$ cat config.mk
export PLATFORM = sky130hd
export DESIGN_NAME = mem_if_top
export DESIGN_NICKNAME = d
export VERILOG_FILES = /design/src/source/mem_if_ram_pkg.sv /design/src/source/mem_if_ext_pkg.sv /design/src/source/ram_addr_select.sv /design/src/source/ext_data_access.sv /design/src/source/mem_if_top.sv
export VERILOG_INCLUDE_DIRS = /design/src /design/src/source
export SDC_FILE = /design/constraint.sdc
export NUM_CORES = 1
export LEC_CHECK = 0
export ABC_AREA = 1
export BUFFER_PORTS_ARGS = -buffer_cell sky130_fd_sc_hd__buf_2
export CAP_MARGIN = 15
export CORE_MARGIN = 2
export CORE_UTILIZATION = 44
export CTS_BUF_LIST = sky130_fd_sc_hd__clkbuf_8 sky130_fd_sc_hd__clkbuf_16
export CTS_CLUSTER_DIAMETER = 50
export DETAILED_ROUTE_END_ITERATION = 10
export GPL_TIMING_DRIVEN = 0
export PLACE_DENSITY = 0.8
export SYNTH_ARGS = -nofsm -noshare
export SYNTH_HDL_FRONTEND = slang
export SYNTH_HIERARCHICAL = 1
export SYNTH_SLANG_ARGS = --single-unit
$ cat constraint.sdc
create_clock -name clk -period 1.3 [get_ports clk]
set_input_delay 0.13 -clock clk [delete_from_list [all_inputs] [get_ports clk]]
set_output_delay 0.13 -clock clk [all_outputs]
set_load 0.02 [all_outputs]
$ cat src/source/mem_if_config.svh
`ifndef MEM_IF_CONFIG_SVH
`define MEM_IF_CONFIG_SVH

////////////////////////////////////////
// widths
////////////////////////////////////////

// internal ram word and external data byte
`define MEM_IF_DATA_W 8
// movx address space
`define MEM_IF_EXT_ADDR_W 16
// bank register address, two bank bits and three register bits
`define MEM_IF_RN_W 5

////////////////////////////////////////
// fixed sfr addresses
////////////////////////////////////////

`define MEM_IF_SFR_B 8'hf0
`define MEM_IF_SFR_ACC 8'he0
`define MEM_IF_SFR_PSW 8'hd0
`define MEM_IF_SFR_DPTR_LO 8'h82

`endif

$ cat src/source/mem_if_ram_pkg.sv
`default_nettype none

`include "mem_if_config.svh"

package mem_if_ram_pkg;

  // internal ram or sfr address
  typedef logic [`MEM_IF_DATA_W-1:0] iram_addr_t;
  // register in the active bank
  typedef logic [`MEM_IF_RN_W-1:0] rn_addr_t;

  // read address sources, decoder encoding
  typedef enum logic [2:0] {
    RD_RN   = 3'd0,
    RD_RI   = 3'd1,
    RD_DIR  = 3'd2,
    RD_SP   = 3'd3,
    RD_B    = 3'd4,
    RD_DPTR = 3'd5,
    RD_PSW  = 3'd6,
    RD_ACC  = 3'd7
  } rd_sel_e;

  // write address sources
  // codes 6 and 7 are unused, fall back to rn
  typedef enum logic [2:0] {
    WR_RN   = 3'd0,
    WR_RI   = 3'd1,
    WR_DIR  = 3'd2,
    WR_SP   = 3'd3,
    WR_DIR2 = 3'd4,
    WR_B    = 3'd5
  } wr_sel_e;

  // everything an address can be taken from
  typedef struct packed {
    rn_addr_t   rn;
    iram_addr_t ri;
    iram_addr_t sp;
    iram_addr_t sp_w;
    iram_addr_t imm;
    iram_addr_t imm2;
  } reg_src_t;

  // addresses and indirect flags toward the ram
  typedef struct packed {
    iram_addr_t rd_addr;
    iram_addr_t wr_addr;
    logic       rd_ind;
    logic       wr_ind;
  } iram_ctrl_t;

endpackage

`default_nettype wire

$ cat src/source/mem_if_ext_pkg.sv
`default_nettype none

`include "mem_if_config.svh"

package mem_if_ext_pkg;

  ////////////////////////////////////////
  // data and address
  ////////////////////////////////////////

  // one data byte, ram or external
  typedef logic [`MEM_IF_DATA_W-1:0] byte_t;
  // external data address
  typedef logic [`MEM_IF_EXT_ADDR_W-1:0] ext_addr_t;

  ////////////////////////////////////////
  // memory actions from the decoder
  ////////////////////////////////////////

  // only the four movx codes start a data access
  // code fetch and the reserved codes stay idle on this side
  typedef enum logic [2:0] {
    MA_NONE   = 3'd0,
    MA_DPTR_R = 3'd1,
    MA_DPTR_W = 3'd2,
    MA_RI_R   = 3'd3,
    MA_RI_W   = 3'd4,
    MA_CODE   = 3'd5,
    MA_RSV6   = 3'd6,
    MA_RSV7   = 3'd7
  } mem_act_e;

  ////////////////////////////////////////
  // registered external request
  ////////////////////////////////////////

  // we high for movx writes
  // dat is acc for writes, zero for reads
  typedef struct packed {
    logic      we;
    ext_addr_t adr;
    byte_t     dat;
  } ext_req_t;

endpackage

`default_nettype wire

$ cat src/source/ram_addr_select.sv
`timescale 1ns/1ns
`default_nettype none

`include "mem_if_config.svh"

module ram_addr_select (
  input  wire logic                      clk,
  input  wire logic                      rst,
  input  wire mem_if_ram_pkg::rd_sel_e   rd_sel_i,
  input  wire mem_if_ram_pkg::wr_sel_e   wr_sel_i,
  input  wire mem_if_ram_pkg::reg_src_t  src_i,
  input  wire mem_if_ext_pkg::byte_t     in_ram_i,
  input  wire mem_if_ext_pkg::byte_t     sfr_i,
  input  wire logic                      bit_in_i,
  input  wire logic                      sfr_bit_i,
  output mem_if_ram_pkg::iram_ctrl_t     iram_o,
  output mem_if_ext_pkg::byte_t          iram_out_o,
  output logic                           bit_out_o
);

  mem_if_ram_pkg::iram_addr_t rd_addr;
  mem_if_ram_pkg::iram_addr_t wr_addr;
  logic                       wr_ind;
  // read side state of the previous cycle
  logic                       rd_ind_q;
  logic                       rd_hi_q;
  // operands one cycle old, used by the write address
  mem_if_ram_pkg::rn_addr_t   rn_q;
  mem_if_ram_pkg::iram_addr_t ri_q;
  mem_if_ram_pkg::iram_addr_t imm_q;
  mem_if_ram_pkg::iram_addr_t imm2_q;

  ////////////////////////////////////////
  // read address
  ////////////////////////////////////////

  always_comb begin
    unique case (rd_sel_i)
      // rn already holds the bank bits
      mem_if_ram_pkg::RD_RN:   rd_addr = mem_if_ram_pkg::iram_addr_t'(src_i.rn);
      mem_if_ram_pkg::RD_RI:   rd_addr = src_i.ri;
      mem_if_ram_pkg::RD_DIR:  rd_addr = src_i.imm;
      mem_if_ram_pkg::RD_SP:   rd_addr = src_i.sp;
      // fixed sfr reads
      mem_if_ram_pkg::RD_B:    rd_addr = `MEM_IF_SFR_B;
      mem_if_ram_pkg::RD_DPTR: rd_addr = `MEM_IF_SFR_DPTR_LO;
      mem_if_ram_pkg::RD_PSW:  rd_addr = `MEM_IF_SFR_PSW;
      mem_if_ram_pkg::RD_ACC:  rd_addr = `MEM_IF_SFR_ACC;
    endcase
  end

  // indirect flag and top address bit, one cycle late like the ram data
  always_ff @(posedge clk or posedge rst) begin
    if (rst) begin
      rd_ind_q <= 1'b0;
      rd_hi_q  <= 1'b0;
    end else begin
      rd_ind_q <= (rd_sel_i == mem_if_ram_pkg::RD_RI) ||
                  (rd_sel_i == mem_if_ram_pkg::RD_SP);
      rd_hi_q  <= rd_addr[`MEM_IF_DATA_W-1];
    end
  end

  ////////////////////////////////////////
  // write address
  ////////////////////////////////////////

  // write lags the read by a cycle, so keep the operands
  always_ff @(posedge clk or posedge rst) begin
    if (rst) begin
      rn_q   <= '0;
      ri_q   <= '0;
      imm_q  <= '0;
      imm2_q <= '0;
    end else begin
      rn_q   <= src_i.rn;
      ri_q   <= src_i.ri;
      imm_q  <= src_i.imm;
      imm2_q <= src_i.imm2;
    end
  end

  always_comb begin
    case (wr_sel_i)
      mem_if_ram_pkg::WR_RI:   wr_addr = ri_q;
      mem_if_ram_pkg::WR_DIR:  wr_addr = imm_q;
      // sp_w is already the updated stack pointer
      mem_if_ram_pkg::WR_SP:   wr_addr = src_i.sp_w;
      mem_if_ram_pkg::WR_DIR2: wr_addr = imm2_q;
      mem_if_ram_pkg::WR_B:    wr_addr = `MEM_IF_SFR_B;
      // rn and the unused codes
      default:                 wr_addr = mem_if_ram_pkg::iram_addr_t'(rn_q);
    endcase
  end

  // indirect write goes to ram even above 7f
  assign wr_ind = (wr_sel_i == mem_if_ram_pkg::WR_RI) ||
                  (wr_sel_i == mem_if_ram_pkg::WR_SP);

  assign iram_o = '{rd_addr: rd_addr, wr_addr: wr_addr, rd_ind: rd_ind_q, wr_ind: wr_ind};

  ////////////////////////////////////////
  // read data merge
  ////////////////////////////////////////

  // direct access above 7f reads the sfr file
  always_comb begin
    if (rd_hi_q && !rd_ind_q) begin
      iram_out_o = sfr_i;
      bit_out_o  = sfr_bit_i;
    end else begin
      iram_out_o = in_ram_i;
      bit_out_o  = bit_in_i;
    end
  end

endmodule

`default_nettype wire

$ cat src/source/ext_data_access.sv
`timescale 1ns/1ns
`default_nettype none

module ext_data_access (
  input  wire logic                      clk,
  input  wire logic                      rst,
  input  wire mem_if_ext_pkg::mem_act_e  mem_act_i,
  input  wire mem_if_ext_pkg::ext_addr_t dptr_i,
  input  wire mem_if_ext_pkg::byte_t     ri_i,
  input  wire mem_if_ext_pkg::byte_t     acc_i,
  input  wire logic                      dack_i,
  input  wire mem_if_ext_pkg::byte_t     ddat_i,
  output mem_if_ext_pkg::ext_req_t       ext_req_o,
  output logic                           dstb_o,
  output logic                           mem_wait_o,
  output mem_if_ext_pkg::byte_t          rdata_o,
  output logic                           rdata_valid_o
);

  // decoded action
  logic                      act_go;
  logic                      act_wr;
  logic                      act_dptr;
  // request registers
  logic                      we_q;
  mem_if_ext_pkg::ext_addr_t adr_q;
  mem_if_ext_pkg::byte_t     dat_q;

  ////////////////////////////////////////
  // movx decode
  ////////////////////////////////////////

  always_comb begin
    act_go   = 1'b1;
    act_wr   = 1'b0;
    act_dptr = 1'b0;
    case (mem_act_i)
      mem_if_ext_pkg::MA_DPTR_R: act_dptr = 1'b1;
      mem_if_ext_pkg::MA_DPTR_W: begin
        act_dptr = 1'b1;
        act_wr   = 1'b1;
      end
      mem_if_ext_pkg::MA_RI_R:   act_dptr = 1'b0;
      mem_if_ext_pkg::MA_RI_W:   act_wr   = 1'b1;
      // none, code and reserved
      default:                   act_go   = 1'b0;
    endcase
  end

  ////////////////////////////////////////
  // strobe and wait
  ////////////////////////////////////////

  // ack wins over a new action in the same cycle
  always_ff @(posedge clk or posedge rst) begin
    if (rst) begin
      dstb_o     <= 1'b0;
      we_q       <= 1'b0;
      mem_wait_o <= 1'b0;
    end else if (dack_i) begin
      dstb_o     <= 1'b0;
      we_q       <= 1'b0;
      mem_wait_o <= 1'b0;
    end else if (act_go) begin
      dstb_o     <= 1'b1;
      we_q       <= act_wr;
      mem_wait_o <= 1'b1;
    end
  end

  // address and data stay after the access ends
  always_ff @(posedge clk) begin
    if (!dack_i && act_go) begin
      // ri reaches only the first 256 bytes
      adr_q <= act_dptr ? dptr_i : mem_if_ext_pkg::ext_addr_t'(ri_i);
      dat_q <= act_wr ? acc_i : '0;
    end
  end

  assign ext_req_o = '{we: we_q, adr: adr_q, dat: dat_q};

  ////////////////////////////////////////
  // read return
  ////////////////////////////////////////

  // data held until the next ack, valid for one cycle
  always_ff @(posedge clk or posedge rst) begin
    if (rst) begin
      rdata_o       <= '0;
      rdata_valid_o <= 1'b0;
    end else begin
      rdata_valid_o <= dack_i;
      if (dack_i) begin
        rdata_o <= ddat_i;
      end
    end
  end

endmodule

`default_nettype wire

$ cat src/source/mem_if_top.sv
`timescale 1ns/1ns
`default_nettype none

module mem_if_top (
  input  wire logic                      clk,
  input  wire logic                      rst,
  // decoder side
  input  wire mem_if_ram_pkg::rd_sel_e   rd_sel_i,
  input  wire mem_if_ram_pkg::wr_sel_e   wr_sel_i,
  input  wire mem_if_ram_pkg::reg_src_t  src_i,
  input  wire mem_if_ext_pkg::mem_act_e  mem_act_i,
  input  wire mem_if_ext_pkg::ext_addr_t dptr_i,
  input  wire mem_if_ext_pkg::byte_t     acc_i,
  // internal ram and sfr file
  input  wire mem_if_ext_pkg::byte_t     in_ram_i,
  input  wire logic                      bit_in_i,
  input  wire mem_if_ext_pkg::byte_t     sfr_i,
  input  wire logic                      sfr_bit_i,
  output mem_if_ram_pkg::iram_ctrl_t     iram_o,
  output mem_if_ext_pkg::byte_t          iram_out_o,
  output logic                           bit_out_o,
  // external data bus
  input  wire logic                      dack_i,
  input  wire mem_if_ext_pkg::byte_t     ddat_i,
  output mem_if_ext_pkg::ext_req_t       ext_req_o,
  output logic                           dstb_o,
  // core side status
  output logic                           mem_wait_o,
  output mem_if_ext_pkg::byte_t          rdata_o,
  output logic                           rdata_valid_o
);

  ////////////////////////////////////////
  // internal ram addressing
  ////////////////////////////////////////

  ram_addr_select u_ram_addr_select (
    .clk        (clk),
    .rst        (rst),
    .rd_sel_i   (rd_sel_i),
    .wr_sel_i   (wr_sel_i),
    .src_i      (src_i),
    .in_ram_i   (in_ram_i),
    .sfr_i      (sfr_i),
    .bit_in_i   (bit_in_i),
    .sfr_bit_i  (sfr_bit_i),
    .iram_o     (iram_o),
    .iram_out_o (iram_out_o),
    .bit_out_o  (bit_out_o)
  );

  ////////////////////////////////////////
  // external data memory
  ////////////////////////////////////////

  // ri shared with the ram side for @ri movx
  ext_data_access u_ext_data_access (
    .clk           (clk),
    .rst           (rst),
    .mem_act_i     (mem_act_i),
    .dptr_i        (dptr_i),
    .ri_i          (src_i.ri),
    .acc_i         (acc_i),
    .dack_i        (dack_i),
    .ddat_i        (ddat_i),
    .ext_req_o     (ext_req_o),
    .dstb_o        (dstb_o),
    .mem_wait_o    (mem_wait_o),
    .rdata_o       (rdata_o),
    .rdata_valid_o (rdata_valid_o)
  );

endmodule

`default_nettype wire

# After elaboration in Yosys (flattened, before gate mapping)
# Index checks and enable logic that the tools add are counted.
op_classes:
  eq_ne: 16
  mux: 12
  reduce_logical: 11
op_table:
  columns: ["cell", "n"]
  rows:
  - ["$pmux 8 s8", 1]
  - ["$pmux 8 s5", 1]
  - ["$eq 3x3->1 const B", 7]
  - ["$eq 3x2->1 const B", 6]
  - ["$mux 8", 2]
  - ["$eq 3x1->1 const B", 3]
  - ["$mux 1", 8]
  - ["$reduce_or 2->1", 2]
  - ["$reduce_or 4->1", 1]
  - ["$logic_not 3->1", 1]
  - ["$logic_and 1x1->1", 2]
  - ["$logic_not 1->1", 2]
  - ["$logic_or 1x1->1", 2]
  - ["$reduce_bool 2->1", 1]
totals:
  regBits: 66
  input_bits: 107
  output_inout_bits: 63
  word_cells: 52

# Longest topological paths before layout
logic_depth:
  depth_word: 5
  ltp_mapped: 8
  ltp_nobuf: 7

# Cells and area by module
# The synthesis kept the hierarchy.
modules_own_cells:
  columns: ["module", "instances", "cells_per_inst", "area_each_um2", "seq_area_each_um2"]
  rows:
  - ["ram_addr_select", 1, 182, 1508.9, 775.7]
  - ["ext_data_access", 1, 144, 1445.1, 996.0]

# Worst setup path after synthesis
# Ideal clock, no wire load.
synth_path:
  path_kind: "in2reg"
  from: "input port mem_act_i[0]"
  to: "register u_ext_data_access.adr_q[0] (enable)"
  setup_time_ps: 413
  arrival_time_ps: 1677
  required_ps: 887
  setup_slack_ps: -790
  stages: 5
  path_buffers: 1
  path_cell_list: "inv_1 nand2_2 nand3_2 buf_6 a21oi_1"
synth_via:
  elab_chain_cells: 4
  elab_cells_between_ends: 7
  cone_classes: "eq/ne: 4; mux: 1; reduce/logical: 2"
synth_rtl:
  columns: ["item", "line", "text"]
  rows:
  - ["start: declaration", "mem_if_top.sv:11", "input wire mem_if_ext_pkg::mem_act_e mem_act_i,"]
  - ["$eq 3x2->1 (tied with other cells)", "ext_data_access.sv:37", "case (mem_act_i)"]
  - ["$reduce_or 4->1 (no source line) *", null, null]
  - ["$mux 1 *", "ext_data_access.sv:37", null]
  - ["$logic_and 1x1->1 *", "ext_data_access.sv:73", "if (!dack_i && act_go) begin"]
  - ["end signal: assignment", "ext_data_access.sv:75", "adr_q <= act_dptr ? dptr_i : mem_if_ext_pkg::ext_addr_t'(ri_i);"]
  - ["end: declaration", "ext_data_access.sv:26", "mem_if_ext_pkg::ext_addr_t adr_q;"]
# Every way passes the cells marked *; elsewhere a longest branch is shown, timed or not.
# A chain may end at the register's enable or synchronous reset.

# Worst setup path in the final report
layout_path:
  from: "register u_ram_addr_select.rd_hi_q"
  to: "output port iram_out_o[0]"
layout_via:
  elab_chain_cells: 2
layout_rtl:
  columns: ["item", "line", "text"]
  rows:
  - ["start: declaration", "ram_addr_select.sv:26", "logic rd_hi_q;"]
  - ["start signal: assignment", "ram_addr_select.sv:60", "rd_hi_q <= rd_addr[`MEM_IF_DATA_W-1];"]
  - ["$logic_and 1x1->1", "ram_addr_select.sv:108", "if (rd_hi_q && !rd_ind_q) begin"]
  - ["$mux 8", "ram_addr_select.sv:108", null]
  - ["end: declaration", "mem_if_top.sv:20", "output mem_if_ext_pkg::byte_t iram_out_o,"]
# Every way passes these cells.

==> out/results.md <==
| Quantity | Value | Unit |
| --- | --- | --- |
| Outcome | finished with violations | - |
| Violated checks | negative setup slack | - |
| Top library cells by usage in the layout, fill and taps aside | sky130_fd_sc_hd__buf_2, sky130_fd_sc_hd__nand2_1, sky130_fd_sc_hd__dfrtp_1 | - |
| Cell chosen for the clock root | sky130_fd_sc_hd__clkbuf_8 | - |
| Worst Hold Endpoint | u_ext_data_access/adr_q[1] | - |
| Logic gate share of total power | 24.1 | % |
| Type of the worst min-delay path | in2reg | - |
| Remaining antenna violation count | 0 | - |
| Post-detailed-placement cell area | 3900 | sq um |
| Detailed-routing iteration count for the pre-antenna-repair pass | 4 | - |
| Global-route congestion overflow total | 0 | - |
| Syn Area/Cell | 9.06 | sq um |
| Kind of launch point of the worst setup path | flop | - |
| First-pass GRT wire length | 13500 | um |
| Slew Limit Fails | 0 | - |
| Total track usage | 23.9 | % |
| CTS buffer count | 9 | - |
| Initial cell density of the core | 46.0 | % |
| Bufs on Longest Clock Path | 2 | - |
| Total setup violations reported at the end of the flow | 10 | - |
| Worst slack, placed | -0.343 | ns |
| Core region area | 6420 | sq um |
| Number of maximum-capacitance violations | 0 | - |
| Switching Share | 30.5 | % |
| Post-route standard cell area excluding fillers | 4720 | sq um |
| Gate count after technology mapping | 326 | - |
| Number of design-rule violations left by the first detailed-router iteration | 155 | - |
| Via count of the first global-routing pass | 3003 | - |
| Register-to-register setup slack | 0.51 | ns |
| Register clock-pin slew on the reported worst setup and hold paths | 0.07 | ns |
| Count of input and output buffers | 168 | - |
| CTS tree | yes | - |
| Share of final-layout standard cells stronger than drive strength 1 | 43.0 | % |
| Worst relative slew slack | 70.6 | % |
| RR Startpoint | u_ext_data_access/mem_wait_o | - |
| YS warnings | 6 | - |
| Cell depth of the worst min-delay path | 3 | - |
| Tmin final | 1.49 | ns |
| Top fanout value on the critical path | 5 | - |
| Delay of the slowest critical-path stage | 0.45 | ns |
| Placed wire-length estimate | 6180 | um |
| Final worst path period share | 115 | % |
| Total buffers and inverters traversed by the critical path | 1 | - |
| Chip Height | 85.9 | um |
| Main synth FF type | sky130_fd_sc_hd__dfrtp_1 | - |
| Maximum number of pins on one net before global-route repair | 32 | - |
| Total die area | 7380 | sq um |
| Area growth from synthesis to layout | 59.7 | % |
| Leading cell type in the layout, fill and taps excluded | sky130_fd_sc_hd__buf_2 | - |
| Worst clock skew on the final layout | 0 | ns |
| Average routed wire per standard cell | 14.2 | um |
| Clock sinks | 66 | - |
| Detail-routed via count per cell | 4.83 | - |
| Hold path start | dptr_i[1] | - |
| Clock latency at the later pin of the worst-skew pair | 0.33 | ns |
| Worst voltage drop across the vdd grid | 0.000719 | V |
| Switching power summed over all nets | 1.56 | mW |
| Worst endpoint data arrival time | 1.36 | ns |
| Slowest stage cell on the critical path | sky130_fd_sc_hd__dfrtp_2 | - |
| Unrepaired setup endpoints after global routing | true | - |
| CTS H-tree depth | 3 | - |
| Total wire length | 8980 | um |
| Required time reported for the critical path endpoint | 1.17 | ns |
| Gpl congestion | 0.822 | - |
| Worst Reg-to-Reg Cells | 3 | - |
| Clock power share | 29.5 | % |
| Worst-path cell chain | nand2_4 > mux2_2 > buf_6 | - |
| Nets in the synthesized netlist | 433 | - |
| Count of flip-flops with a built-in enable after synthesis | 24 | - |
| Total internal power | 3.57 | mW |
| Cell family contributing the most delay on the critical path | flip-flops | - |
| Endpoint class of the critical path | primary output | - |
| Type of the worst setup path | reg2out | - |
| Total leakage power | 2.47 | nW |
| Number of hold-slack violations in the final timing report | 0 | - |
| Synth cell types | 22 | - |
| Sequential cell area fraction in the yosys report | 60.0 | % |
| Chip width | 85.9 | um |
| Fmax achieved | 671 | MHz |
| Measured slew at the worst slew-check pin | 0.441 | ns |
| Post-layout nets | 656 | - |
| R2R Path End | u_ext_data_access/mem_wait_o | - |
| Post-synthesis instance area | 2950 | sq um |
| Drc violations | 0 | - |
| Fin worst setup slack | -0.190 | ns |
| PwrDens | 1090 | nW/um^2 |
| Register share of total power | 46.3 | % |
| Cell Rows | 29 | - |
| Total power draw | 5.13 | mW |
| Post-synthesis sequential element count | 66 | - |
| Total vias in the final route | 3046 | - |
| N_diodes | 0 | - |
| Number of primary I/O pins | 170 | - |
| Launching instance or port of the critical path | u_ram_addr_select/rd_hi_q | - |
| Async S/R FF share, synth | 63.6 | % |
| Initial antenna violation count | 0 | - |
| Hold Slack | 0.0673 | ns |
worst reg2reg max path, cell delays in order, from the launching register on:
cell and delay, ns:
sky130_fd_sc_hd__dfrtp_1 0.41, sky130_fd_sc_hd__nand3b_1 0.16, sky130_fd_sc_hd__nand2_1 0.07, sky130_fd_sc_hd__inv_1 0.04
sequential cells by signal (all words and copies together), names as in the netlist:
| signal | count |
|---|---|
| u_ram_addr_select/rd_ind_q | 1 |
| u_ext_data_access/mem_wait_o | 1 |
| u_ext_data_access/we_q | 1 |
| u_ext_data_access/adr_q | 16 |
| u_ram_addr_select/rn_q | 5 |
| u_ext_data_access/rdata_valid_o | 1 |
| u_ram_addr_select/imm_q | 8 |
| u_ram_addr_select/ri_q | 8 |
| u_ram_addr_select/rd_hi_q | 1 |
| u_ext_data_access/rdata_o | 8 |
| u_ram_addr_select/imm2_q | 8 |
| u_ext_data_access/dat_q | 8 |
stage by stage:
stage	util (%)	TNS (ns)	instances
5_1_grt	73.5	-2.58	631
6_report	73.5	-1.76	631
2_1_floorplan	-	0	326
4_1_cts	71.1	-1.94	627
3_5_place_dp	60.8	-8.61	571
3_3_place_gp	60.8	-7.07	571
repair_timing:
action	CTS	global route
endpoints found under the setup margin	15	49
pin swaps	2	11
resized for setup	28	30
setup buffers	0	6
hold endpoints to repair	49	5
hold buffers	39	1
gates cloned	1	1
metal layers:
| layer | global-route usage, % | vias to the layer above | wire (um) |
|---|---|---|---|
| met5 | 0 | - | 0 |
| met4 | 7.07 | 0 | 107 |
| met3 | 8.37 | 10 | 766 |
| met2 | 43.3 | 155 | 4880 |
| met1 | 26.2 | 1404 | 3230 |
| li1 | - | 1477 | - |
worst max-delay path by stage:
stage          slack [ns]  cells past startpoint                          end
2_1_floorplan       0.007                      5   u_ext_data_access/adr_q[0]
3_3_place_gp        -0.29                      5  u_ext_data_access/adr_q[15]
3_5_place_dp        -0.34                      5   u_ext_data_access/adr_q[4]
4_1_cts             -0.22                      3                iram_out_o[0]
5_1_grt             -0.25                      4                iram_out_o[4]
6_report            -0.19                      3                iram_out_o[0]
synth_stat cells, types with 4 or more instances:
| library cell | number | share of area [%] |
|---|---|---|
| sky130_fd_sc_hd__nand2_1 | 132 | 17 |
| sky130_fd_sc_hd__dfrtp_1 | 42 | 36 |
| sky130_fd_sc_hd__nor2_1 | 33 | 4.2 |
| sky130_fd_sc_hd__inv_1 | 26 | 3.3 |
| sky130_fd_sc_hd__edfxtp_1 | 24 | 24 |
| sky130_fd_sc_hd__nand4_1 | 13 | 2.8 |
| sky130_fd_sc_hd__nand3_1 | 11 | 1.9 |
| sky130_fd_sc_hd__mux2_2 | 9 | 3.4 |
| sky130_fd_sc_hd__inv_2 | 7 | 0.89 |
| sky130_fd_sc_hd__buf_2 | 5 | 0.85 |
| sky130_fd_sc_hd__buf_4 | 4 | 1.0 |
| sky130_fd_sc_hd__o21ai_0 | 4 | 0.68 |
final cells by class:
| cell class | instances | area (sq um) |
|---|---|---|
| repair buffers | 210 | 1390 |
| inverters | 34 | 130 |
| clock buffers | 9 | 124 |
| multi-input cells | 218 | 1090 |
| clock inverters | 7 | 52.6 |
| well taps | 77 | 96.3 |
| fillers | 480 | 1700 |
| plain buffers | 10 | 66.3 |
| flip-flops and latches | 66 | 1770 |
cell families after synthesis:
| kind of cell | share of synthesized area (%) |
|---|---|
| buf+inv | 6.65 |
| flops | 60.0 |
| compound gates | 1.23 |
| mux | 3.43 |
| simple gates | 28.7 |
power by group through the flow:
| stage | registers, mW | clock network [mW] | logic (mW) |
|---|---|---|---|
| after floorplan | 2.54 | 0 | 0.446 |
| after global placement | 2.41 | 0 | 0.993 |
| after detailed placement | 2.41 | 0 | 1.01 |
| after CTS | 2.38 | 1.58 | 1.16 |
| after global routing | 2.39 | 1.67 | 1.34 |
| final | 2.38 | 1.52 | 1.24 |
Power figures use the tool's default switching activity.
